$ cat config.mk
export PLATFORM = sky130hd
export DESIGN_NAME = fpu32_unit
export DESIGN_NICKNAME = d
export VERILOG_FILES = /design/src/verilog/fpu32_pkg.sv /design/src/verilog/fpu32_decode.sv /design/src/verilog/fpu32_int_exec.sv /design/src/verilog/fpu32_fp_exec.sv /design/src/verilog/fpu32_result.sv /design/src/verilog/fpu32_unit.sv
export VERILOG_INCLUDE_DIRS = /design/src /design/src/verilog
export SDC_FILE = /design/constraint.sdc
export NUM_CORES = 1
export LEC_CHECK = 0
export ABC_CLOCK_PERIOD_IN_PS = 28700
export BUFFER_PORTS_ARGS = -buffer_cell sky130_fd_sc_hd__buf_4
export CAP_MARGIN = 20
export CORE_MARGIN = 10
export CORE_UTILIZATION = 46
export DETAILED_ROUTE_END_ITERATION = 6
export SLEW_MARGIN = 15
export SYNTH_ARGS = -nofsm -noshare
export SYNTH_HDL_FRONTEND = slang
export SYNTH_HIERARCHICAL = 1
export SYNTH_SLANG_ARGS = --single-unit
$ cat constraint.sdc
create_clock -name clk -period 28.7 [get_ports clk]
set_clock_uncertainty 0.2 [all_clocks]
set_input_delay 5.74 -clock clk [delete_from_list [all_inputs] [get_ports clk]]
set_output_delay 5.74 -clock clk [all_outputs]
set_load 0.01 [all_outputs]
$ cat src/verilog/fpu32_config.svh
/* Width, conversion latency and counter width macros for the scalar FPU */
`ifndef FPU32_CONFIG_SVH
`define FPU32_CONFIG_SVH

// ==================================================
// Datapath
// ==================================================

// Operand and result width of the unit
`define FPU_WID 32

// ==================================================
// Timing
// ==================================================

// Clock edges from an argument change until a conversion result is valid
// The conversion pipeline in the floating unit is this many registers deep
`define FPU_CVT_LAT 2

// Width of the latency counter in the result stage
`define FPU_CNT_WID 4

`endif

$ cat src/verilog/fpu32_pkg.sv
/* Opcode, integer function, float function and result unit enums */
package fpu32_pkg;

	// Primary opcode held in instruction bits 6 to 0
	typedef enum logic [6:0] {
		OP_R2    = 7'h02,
		OP_ADDI  = 7'h04,
		OP_MOV   = 7'h07,
		OP_ANDI  = 7'h08,
		OP_ORI   = 7'h09,
		OP_EORI  = 7'h0A,
		OP_CMPI  = 7'h0B,
		OP_CMPUI = 7'h0C,
		OP_FLT   = 7'h0D,
		OP_NOP   = 7'h3F
	} opcode_e;

	// Function field in bits 31 to 26 under OP_R2
	typedef enum logic [5:0] {
		FN_ADD    = 6'h04,
		FN_SUB    = 6'h05,
		FN_AND    = 6'h08,
		FN_OR     = 6'h09,
		FN_EOR    = 6'h0A,
		FN_CMP    = 6'h0B,
		FN_CMPU   = 6'h0C,
		FN_CMOVZ  = 6'h10,
		FN_CMOVNZ = 6'h11,
		FN_MOV    = 6'h14
	} int_func_e;

	// Function field in bits 31 to 26 under OP_FLT
	typedef enum logic [5:0] {
		FN_FABS   = 6'h01,
		FN_FNEG   = 6'h02,
		FN_FSGNJ  = 6'h04,
		FN_FSGNJN = 6'h05,
		FN_FSGNJX = 6'h06,
		FN_FSEQ   = 6'h08,
		FN_FSLT   = 6'h09,
		FN_FSLE   = 6'h0A,
		FN_FCMP   = 6'h0B,
		FN_ISNAN  = 6'h0C,
		FN_FINITE = 6'h0D,
		FN_FTOI   = 6'h10,
		FN_ITOF   = 6'h11
	} flt_func_e;

	// Which execute unit feeds the result bus
	typedef enum logic [1:0] {
		UNIT_NONE = 2'd0,
		UNIT_INT  = 2'd1,
		UNIT_FP   = 2'd2
	} unit_e;

endpackage

$ cat src/verilog/fpu32_decode.sv
/* Instruction decode mapping opcodes and functions onto an execute unit,
   a function, the operand source and the operation latency */
`timescale 1ns/1ps
`include "fpu32_config.svh"

module fpu32_decode (
	input  logic [`FPU_WID-1:0]  ir,
	output fpu32_pkg::unit_e     unit,
	output fpu32_pkg::int_func_e int_func,
	output fpu32_pkg::flt_func_e flt_func,
	output logic [2:0]           op2,
	output logic                 use_imm,
	output logic                 multi
);

	fpu32_pkg::opcode_e      opcode;
	fpu32_pkg::int_func_e    r2_func;
	fpu32_pkg::flt_func_e    fp_func;
	logic [`FPU_CNT_WID-1:0] lat;

	// Static casts keep undefined encodings, the case below rejects them
	assign opcode  = fpu32_pkg::opcode_e'(ir[6:0]);
	assign r2_func = fpu32_pkg::int_func_e'(ir[31:26]);
	assign fp_func = fpu32_pkg::flt_func_e'(ir[31:26]);

	always_comb begin
		unit     = fpu32_pkg::UNIT_NONE;
		int_func = r2_func;
		flt_func = fp_func;
		op2      = ir[25:23];
		use_imm  = 1'b0;
		lat      = '0;
		case (opcode)
			fpu32_pkg::OP_R2: begin
				case (r2_func)
					fpu32_pkg::FN_ADD, fpu32_pkg::FN_SUB, fpu32_pkg::FN_AND,
					fpu32_pkg::FN_OR, fpu32_pkg::FN_EOR, fpu32_pkg::FN_CMP,
					fpu32_pkg::FN_CMPU, fpu32_pkg::FN_CMOVZ, fpu32_pkg::FN_CMOVNZ,
					fpu32_pkg::FN_MOV:
						unit = fpu32_pkg::UNIT_INT;
					default:
						unit = fpu32_pkg::UNIT_NONE;
				endcase
			end
			fpu32_pkg::OP_FLT: begin
				case (fp_func)
					// Only the conversions take the pipelined path
					fpu32_pkg::FN_FTOI, fpu32_pkg::FN_ITOF: begin
						unit = fpu32_pkg::UNIT_FP;
						lat  = `FPU_CNT_WID'(`FPU_CVT_LAT);
					end
					fpu32_pkg::FN_FABS, fpu32_pkg::FN_FNEG, fpu32_pkg::FN_FSGNJ,
					fpu32_pkg::FN_FSGNJN, fpu32_pkg::FN_FSGNJX, fpu32_pkg::FN_FSEQ,
					fpu32_pkg::FN_FSLT, fpu32_pkg::FN_FSLE, fpu32_pkg::FN_FCMP,
					fpu32_pkg::FN_ISNAN, fpu32_pkg::FN_FINITE:
						unit = fpu32_pkg::UNIT_FP;
					default:
						unit = fpu32_pkg::UNIT_NONE;
				endcase
			end
			// Immediate logic and add forms skip the combine with c
			fpu32_pkg::OP_ADDI, fpu32_pkg::OP_ANDI, fpu32_pkg::OP_ORI,
			fpu32_pkg::OP_EORI: begin
				unit    = fpu32_pkg::UNIT_INT;
				op2     = 3'd7;
				use_imm = 1'b1;
				case (opcode)
					fpu32_pkg::OP_ANDI: int_func = fpu32_pkg::FN_AND;
					fpu32_pkg::OP_ORI:  int_func = fpu32_pkg::FN_OR;
					fpu32_pkg::OP_EORI: int_func = fpu32_pkg::FN_EOR;
					default:            int_func = fpu32_pkg::FN_ADD;
				endcase
			end
			// Immediate compares AND their flags with c
			fpu32_pkg::OP_CMPI, fpu32_pkg::OP_CMPUI: begin
				unit     = fpu32_pkg::UNIT_INT;
				op2      = 3'd0;
				use_imm  = 1'b1;
				int_func = (opcode == fpu32_pkg::OP_CMPUI) ? fpu32_pkg::FN_CMPU
					: fpu32_pkg::FN_CMP;
			end
			fpu32_pkg::OP_MOV: begin
				unit     = fpu32_pkg::UNIT_INT;
				int_func = fpu32_pkg::FN_MOV;
				op2      = 3'd7;
			end
			// NOP and unknown opcodes leave the result bus at zero
			default: ;
		endcase
	end

	assign multi = (lat != '0);

endmodule

$ cat src/verilog/fpu32_int_exec.sv
/* Combinational integer execute unit with two-input operations, the combine
   with c, signed and unsigned compare and the conditional moves */
`timescale 1ns/1ps
`include "fpu32_config.svh"

module fpu32_int_exec (
	input  fpu32_pkg::int_func_e int_func,
	input  logic [2:0]           op2,
	input  logic                 use_imm,
	input  logic [`FPU_WID-1:0]  a,
	input  logic [`FPU_WID-1:0]  b,
	input  logic [`FPU_WID-1:0]  c,
	input  logic [`FPU_WID-1:0]  i,
	output logic [`FPU_WID-1:0]  int_res
);

	logic [`FPU_WID-1:0] opb;
	logic [`FPU_WID-1:0] base;
	logic [2:0]          cmp_bits;
	logic                combine;

	// Immediate forms replace b with i
	assign opb = use_imm ? i : b;

	// ==================================================
	// Compare flags, bit 0 equal, bit 1 less, bit 2 less or equal
	// ==================================================
	always_comb begin
		cmp_bits[0] = (a == opb);
		if (int_func == fpu32_pkg::FN_CMPU) begin
			cmp_bits[1] = (a < opb);
			cmp_bits[2] = (a <= opb);
		end else begin
			cmp_bits[1] = ($signed(a) < $signed(opb));
			cmp_bits[2] = ($signed(a) <= $signed(opb));
		end
	end

	// ==================================================
	// Two-input result before the combine stage
	// ==================================================
	always_comb begin
		combine = 1'b1;
		case (int_func)
			fpu32_pkg::FN_ADD:  base = a + opb;
			fpu32_pkg::FN_AND:  base = a & opb;
			fpu32_pkg::FN_OR:   base = a | opb;
			fpu32_pkg::FN_EOR:  base = a ^ opb;
			fpu32_pkg::FN_CMP, fpu32_pkg::FN_CMPU:
				base = {{(`FPU_WID-3){1'b0}}, cmp_bits};
			// Subtract always takes c as a third operand
			fpu32_pkg::FN_SUB: begin
				base    = a - opb - c;
				combine = 1'b0;
			end
			fpu32_pkg::FN_CMOVZ: begin
				base    = (a != '0) ? c : b;
				combine = 1'b0;
			end
			fpu32_pkg::FN_CMOVNZ: begin
				base    = (a != '0) ? b : c;
				combine = 1'b0;
			end
			fpu32_pkg::FN_MOV: begin
				base    = a;
				combine = 1'b0;
			end
			default: begin
				base    = '0;
				combine = 1'b0;
			end
		endcase
	end

	// op2 folds c into the two-input result
	// Add c exists only for FN_ADD, other selectors give zero
	always_comb begin
		if (!combine)
			int_res = base;
		else begin
			case (op2)
				3'd0:    int_res = base & c;
				3'd1:    int_res = base | c;
				3'd2:    int_res = base ^ c;
				3'd3:    int_res = (int_func == fpu32_pkg::FN_ADD) ? base + c : '0;
				3'd7:    int_res = base;
				default: int_res = '0;
			endcase
		end
	end

endmodule

$ cat src/verilog/fpu32_fp_exec.sv
/* Single-precision execute unit with sign, classify and compare paths and
   the pipelined float to integer and integer to float conversions */
`timescale 1ns/1ps
`include "fpu32_config.svh"

module fpu32_fp_exec (
	input  logic                 clk,
	input  logic                 rst,
	input  fpu32_pkg::flt_func_e flt_func,
	input  logic [`FPU_WID-1:0]  a,
	input  logic [`FPU_WID-1:0]  b,
	output logic [`FPU_WID-1:0]  fp_res
);

	logic                a_nan;
	logic                b_nan;
	logic                both_zero;
	logic [2:0]          cmp_bits;
	logic [30:0]         f2i_mag;
	logic [`FPU_WID-1:0] f2i_d;
	logic [`FPU_WID-1:0] i2f_abs;
	logic [`FPU_WID-1:0] i2f_norm;
	logic [4:0]          i2f_lz;
	logic                i2f_rnd;
	logic [30:0]         i2f_pack;
	logic [`FPU_WID-1:0] i2f_d;
	logic [`FPU_WID-1:0] f2i_q [`FPU_CVT_LAT];
	logic [`FPU_WID-1:0] i2f_q [`FPU_CVT_LAT];

	assign a_nan     = (&a[30:23]) & (|a[22:0]);
	assign b_nan     = (&b[30:23]) & (|b[22:0]);
	assign both_zero = (a[30:0] == '0) & (b[30:0] == '0);

	// ==================================================
	// Compare with +0 equal to -0 and NaN unordered
	// ==================================================
	always_comb begin
		cmp_bits[0] = both_zero | (a == b);
		if (both_zero)
			cmp_bits[1] = 1'b0;
		else if (a[31] != b[31])
			cmp_bits[1] = a[31];
		// Negative magnitudes order backwards
		else if (a[31])
			cmp_bits[1] = (a[30:0] > b[30:0]);
		else
			cmp_bits[1] = (a[30:0] < b[30:0]);
		cmp_bits[2] = cmp_bits[0] | cmp_bits[1];
		if (a_nan | b_nan)
			cmp_bits = 3'b000;
	end

	// ==================================================
	// Float to signed integer, truncating toward zero
	// ==================================================
	always_comb begin
		// Exponent 157 leaves the hidden bit at bit 30 of the magnitude
		f2i_mag = {1'b1, a[22:0], 7'd0} >> (8'd157 - a[30:23]);
		if (a_nan)
			f2i_d = 32'h7FFF_FFFF;
		else if (a[30:23] < 8'd127)
			f2i_d = '0;
		else if (a[30:23] > 8'd157)
			f2i_d = a[31] ? 32'h8000_0000 : 32'h7FFF_FFFF;
		else
			f2i_d = a[31] ? -{1'b0, f2i_mag} : {1'b0, f2i_mag};
	end

	// ==================================================
	// Signed integer to float, round to nearest even
	// ==================================================
	always_comb begin
		i2f_abs = a[31] ? -a : a;
		i2f_lz  = '0;
		// Last set bit seen is the leading one
		for (int k = 0; k < `FPU_WID; k++) begin
			if (i2f_abs[k])
				i2f_lz = 5'(31 - k);
		end
		i2f_norm = i2f_abs << i2f_lz;
		// Guard bit with sticky or an odd lsb rounds up
		i2f_rnd  = i2f_norm[7] & ((|i2f_norm[6:0]) | i2f_norm[8]);
		// A mantissa carry ripples into the exponent
		i2f_pack = {8'd158 - {3'd0, i2f_lz}, i2f_norm[30:8]} + {30'd0, i2f_rnd};
		if (i2f_abs == '0)
			i2f_d = '0;
		else
			i2f_d = {a[31], i2f_pack};
	end

	// Conversion results move one stage per clock
	always_ff @(posedge clk or posedge rst) begin
		if (rst) begin
			for (int s = 0; s < `FPU_CVT_LAT; s++) begin
				f2i_q[s] <= '0;
				i2f_q[s] <= '0;
			end
		end else begin
			f2i_q[0] <= f2i_d;
			i2f_q[0] <= i2f_d;
			for (int s = 1; s < `FPU_CVT_LAT; s++) begin
				f2i_q[s] <= f2i_q[s-1];
				i2f_q[s] <= i2f_q[s-1];
			end
		end
	end

	always_comb begin
		case (flt_func)
			fpu32_pkg::FN_FABS:   fp_res = {1'b0, a[30:0]};
			fpu32_pkg::FN_FNEG:   fp_res = {~a[31], a[30:0]};
			fpu32_pkg::FN_FSGNJ:  fp_res = {a[31], b[30:0]};
			fpu32_pkg::FN_FSGNJN: fp_res = {~a[31], b[30:0]};
			fpu32_pkg::FN_FSGNJX: fp_res = {a[31] ^ b[31], b[30:0]};
			fpu32_pkg::FN_FSEQ:   fp_res = {{(`FPU_WID-1){1'b0}}, cmp_bits[0]};
			fpu32_pkg::FN_FSLT:   fp_res = {{(`FPU_WID-1){1'b0}}, cmp_bits[1]};
			fpu32_pkg::FN_FSLE:   fp_res = {{(`FPU_WID-1){1'b0}}, cmp_bits[2]};
			fpu32_pkg::FN_FCMP:   fp_res = {{(`FPU_WID-3){1'b0}}, cmp_bits};
			fpu32_pkg::FN_ISNAN:  fp_res = {{(`FPU_WID-1){1'b0}}, a_nan};
			fpu32_pkg::FN_FINITE: fp_res = {{(`FPU_WID-1){1'b0}}, ~&a[30:23]};
			fpu32_pkg::FN_FTOI:   fp_res = f2i_q[`FPU_CVT_LAT-1];
			fpu32_pkg::FN_ITOF:   fp_res = i2f_q[`FPU_CVT_LAT-1];
			default:              fp_res = '0;
		endcase
	end

endmodule

$ cat src/verilog/fpu32_result.sv
/* Argument change detector, saturating latency counter, done level and
   result bus select */
`timescale 1ns/1ps
`include "fpu32_config.svh"

module fpu32_result (
	input  logic                clk,
	input  logic                rst,
	input  logic [`FPU_WID-1:0] ir,
	input  logic [`FPU_WID-1:0] a,
	input  logic [`FPU_WID-1:0] b,
	input  fpu32_pkg::unit_e    unit,
	input  logic                multi,
	input  logic [`FPU_WID-1:0] int_res,
	input  logic [`FPU_WID-1:0] fp_res,
	output logic [`FPU_WID-1:0] o,
	output logic                done
);

	logic [3*`FPU_WID-1:0]   arg_q;
	logic                    arg_change;
	logic [`FPU_CNT_WID-1:0] cnt;

	// Any difference from last cycle's arguments restarts the timing
	assign arg_change = ({ir, a, b} != arg_q);

	// ==================================================
	// Latency counter
	// ==================================================
	// A count of k means k+1 edges have passed since the last change
	always_ff @(posedge clk or posedge rst) begin
		if (rst) begin
			arg_q <= '0;
			cnt   <= '0;
		end else begin
			arg_q <= {ir, a, b};
			if (arg_change)
				cnt <= '0;
			else if (cnt != '1)
				cnt <= cnt + 1'b1;
		end
	end

	// Single-cycle operations are always done
	// Conversions wait for the pipeline depth after the last change
	assign done = ~multi | (~arg_change & (cnt >= `FPU_CNT_WID'(`FPU_CVT_LAT - 1)));

	always_comb begin
		case (unit)
			fpu32_pkg::UNIT_INT: o = int_res;
			fpu32_pkg::UNIT_FP:  o = fp_res;
			default:             o = '0;
		endcase
	end

endmodule

$ cat src/verilog/fpu32_unit.sv
/* Scalar functional unit top joining decode, both execute units and the
   result stage */
`timescale 1ns/1ps
`include "fpu32_config.svh"

module fpu32_unit (
	input  logic                clk,
	input  logic                rst,
	input  logic [`FPU_WID-1:0] ir,
	input  logic [`FPU_WID-1:0] a,
	input  logic [`FPU_WID-1:0] b,
	input  logic [`FPU_WID-1:0] c,
	input  logic [`FPU_WID-1:0] i,
	output logic [`FPU_WID-1:0] o,
	output logic                done
);

	fpu32_pkg::unit_e     unit;
	fpu32_pkg::int_func_e int_func;
	fpu32_pkg::flt_func_e flt_func;
	logic [2:0]           op2;
	logic                 use_imm;
	logic                 multi;
	logic [`FPU_WID-1:0]  int_res;
	logic [`FPU_WID-1:0]  fp_res;

	fpu32_decode i_decode (
		.ir(ir), .unit(unit), .int_func(int_func), .flt_func(flt_func),
		.op2(op2), .use_imm(use_imm), .multi(multi)
	);

	fpu32_int_exec i_int_exec (
		.int_func(int_func), .op2(op2), .use_imm(use_imm),
		.a(a), .b(b), .c(c), .i(i), .int_res(int_res)
	);

	// Conversions are clocked, the rest of the floating unit is not
	fpu32_fp_exec i_fp_exec (
		.clk(clk), .rst(rst), .flt_func(flt_func), .a(a), .b(b), .fp_res(fp_res)
	);

	fpu32_result i_result (
		.clk(clk), .rst(rst), .ir(ir), .a(a), .b(b), .unit(unit), .multi(multi),
		.int_res(int_res), .fp_res(fp_res), .o(o), .done(done)
	);

endmodule

==> results.sh <==
export IMPL_status="finished, violations left"
export IMPL_violations="DRC"
export IMPL_grt_busiest_layer="met2"
export IMPL_grt_pass1_wl_mm=185
export IMPL_core_area_um2=61500
export IMPL_wirelength_mm=128
export IMPL_cts_resized=0
export IMPL_syn_area_um2=28500
export IMPL_timing_fmax_mhz=50.3
export IMPL_io_buffers=194
export IMPL_r2r_cells=5
export IMPL_yosysTopAreaCell="dfrtp_1"
export IMPL_areaGrowthSynthToFinish_pct=10.1
export IMPL_rsz0062_at_grt="false"
export IMPL_worstHoldStart="i_fp_exec/i2f_q[38]"
export IMPL_synth_ff_type="dfrtp_1"
export IMPL_fp_dieArea_um2=72200
export IMPL_drtIter0Drc=3661
export IMPL_overflow=0
export IMPL_hold_class="reg2reg"
export IMPL_crit_top_cell="buf_4"
export IMPL_worst_hold_path_num_cells=0
export IMPL_power_density_nw_per_um2=41.8
export IMPL_antenna_found_initial=3
export IMPL_power_mw=1.31
export IMPL_met3_usage=0.0633
export IMPL_post_place_ws_ns=8.99
export IMPL_stdcell_count=4489
export IMPL_cts_sinks=228
export IMPL_gr_usage_all_layers=0.344
export IMPL_rows=91
export IMPL_via_count=29700
export IMPL_die_x_um=269
export IMPL_cp_start_kind="input port"
export IMPL_hold_viol_final=0
export IMPL_maxSlewViolCount=0
export IMPL_place_congestion=1.07
export IMPL_layout_setup_ws_ns=8.82
export IMPL_startpoint="ir[6]"
export IMPL_layout_filler_cells=6072
export IMPL_worstPathMaxFanout=32
export IMPL_min_to="i_fp_exec/i2f_q[6]"
export IMPL_syn_num_nets=4095
export IMPL_rrSetupSlack_ns=26.45
export IMPL_syn_inst=3637
export IMPL_ir_drop_mv=0.0335
export IMPL_cts_tree="yes"
export IMPL_crit_required_ns=22.76
export IMPL_drive_above_1_share=0.117
export IMPL_synth_enable_flop_cells=0
export IMPL_maxCapViolCount=0
export IMPL_critPathKind="in2out"
export IMPL_slew_headroom=0.158
export IMPL_hold_buffers=0
export IMPL_synth_cell_types=117
export IMPL_cts_buffers=25
export IMPL_async_flop_share=1.00
export IMPL_drt_pass1_iterations=7
export IMPL_yosysSeqAreaShare=0.200
export IMPL_die_h_um=269
export IMPL_ant_nets=0
export IMPL_setup_tns_ns=0
export IMPL_ys_warn_count=6
export IMPL_max_stage_delay_ns=0.95
export IMPL_use_met2=0.556
export IMPL_synth_top_area_share=0.200
export IMPL_grt_pass1_vias=28200
export IMPL_cts_max_path_buffers=3
export IMPL_dpl_hpwl_mm=95.7
export IMPL_ys_ff_latch=228
export IMPL_setup_violations=0
export IMPL_io_pins=195
export IMPL_post_route_util=0.510
export IMPL_dp_cells=4440
export IMPL_final_nets=4136
export IMPL_h_tree_depth=1
export IMPL_synth_area_per_cell_um2=7.83
export IMPL_grt_start_max_net_pins=75
export IMPL_crit_arrival_ns=13.94
export IMPL_cts_setup_buffers=0
export IMPL_cp_slowest_cell="a2111oi_1"
export IMPL_final_cell_mix="nor2_1, nand2_1, a21oi_1"
export IMPL_path_clk_slew_ns=0.06
export IMPL_start_util=0.463
export IMPL_grtUsageMet1=0.400
export IMPL_register_area_um2=5710
export IMPL_r2r_start="i_result/arg_q[27]"
export IMPL_cp_end_kind="output pin"
export IMPL_r2r_end="i_result/cnt[3]"
export IMPL_p_leak_nw=13.4
export IMPL_vias_per_cell=6.61
export IMPL_wl_per_cell_um=28.5
export IMPL_multi_input_area_um2=21000
export IMPL_synth_area_leaders="dfrtp_1, ha_1, xnor2_1"
export IMPL_finalCriticalPeriod_ns=19.88
export IMPL_clock_latency_ns=0.54
export IMPL_drc=4
export IMPL_tightestPinTransition_ns=1.25
export IMPL_mostFrequentLayoutCell="nor2_1"
export IMPL_layout_worst_path_cycle_share=0.693
export IMPL_clockRootBuffer="clkbuf_16"
-- worst max path at each step --
stage	to	slack [ns]	cells past startpoint
6_report	o[29]	8.82	30
3_5_place_dp	o[29]	8.99	30
4_1_cts	o[29]	8.97	30
5_1_grt	o[29]	8.41	30
2_1_floorplan	o[29]	10.35	29
3_3_place_gp	o[29]	9.11	30
-- metrics by stage --
| step | hold slack (ns) | instance area [um^2] |
|---|---|---|
| detailed placement | 0.135 | 30500 |
| global placement | 0.132 | 30500 |
| CTS | 0.146 | 31300 |
| floorplan | 0.131 | 28500 |
| finish | 0.144 | 31300 |
| global route | 0.145 | 31300 |
-- layer usage --
layer | routed length, um | share of wire | up-vias
met5 | 0 | 0 | -
li1 | - | - | 13400
met4 | 11500 | 0.090 | 0
met3 | 10700 | 0.084 | 444
met1 | 47800 | 0.37 | 14300
met2 | 58000 | 0.45 | 1500
-- synthesized netlist by cell type (all sizes together) (17+ instances only) --
cell    instances
a211oi         60
mux2i         105
dfrtp         228
buf            57
o221ai         37
a31oi          23
or3            34
inv           237
o21a           22
o31ai          37
a21oi         282
o211ai         50
a221oi         19
a22oi          50
o22ai          50
or2            26
nor2          320
nand3          79
a222oi         48
mux2           46
nor4           53
xnor2         201
o21bai         17
nand2         303
xor2           49
ha            263
fa             33
o21ai         219
nor3          106
a21o           46
nand2b         29
clkbuf        174
nor2b          25
and3           22
nand4          66
-- critical path, delay by kind of cell --
family,cells,cell delay (ns)
buffers and inverters,4,0.90
and+or+nand+nor,7,1.62
adders and majority gates,2,0.55
AOI/OAI and AO/OA,16,4.50
muxes,1,0.59
-- state kept, by name, summed over array words and instances, names as in the netlist --
signal and count:
i_result/cnt 4, i_fp_exec/f2i_q 64, i_result/arg_q 96, i_fp_exec/i2f_q 64
-- final cells by class --
| class | count | share of cell area |
|---|---|---|
| multi-input cells | 2940 | 0.671 |
| repair buffers | 246 | 0.0592 |
| well taps | 790 | 0.0315 |
| diodes | 3 | 0.000240 |
| clock buffers | 33 | 0.0235 |
| flip-flops and latches | 228 | 0.182 |
| inverters | 237 | 0.0286 |
| clock inverters | 12 | 0.00359 |
-- where the power goes --
| group | leakage (nW) | total [mW] | internal, mW | switching, mW |
|---|---|---|---|---|
| combinational | 10.2 | 0.607 | 0.214 | 0.393 |
| sequential | 2.74 | 0.376 | 0.359 | 0.0175 |
| clock | 0.411 | 0.326 | 0.190 | 0.136 |
| total | 13.4 | 1.31 | 0.764 | 0.546 |
-- kinds of logic after synthesis --
kind of cell	share of synthesized area
multiplexers	0.0575
buffers and inverters	0.0654
AO/OA/AOI/OAI	0.269
XOR/XNOR	0.0769
flip-flops	0.200
AND/OR/NAND/NOR	0.192
adder cells (fa/ha/maj)	0.139
(Power assumes the default switching activity.)
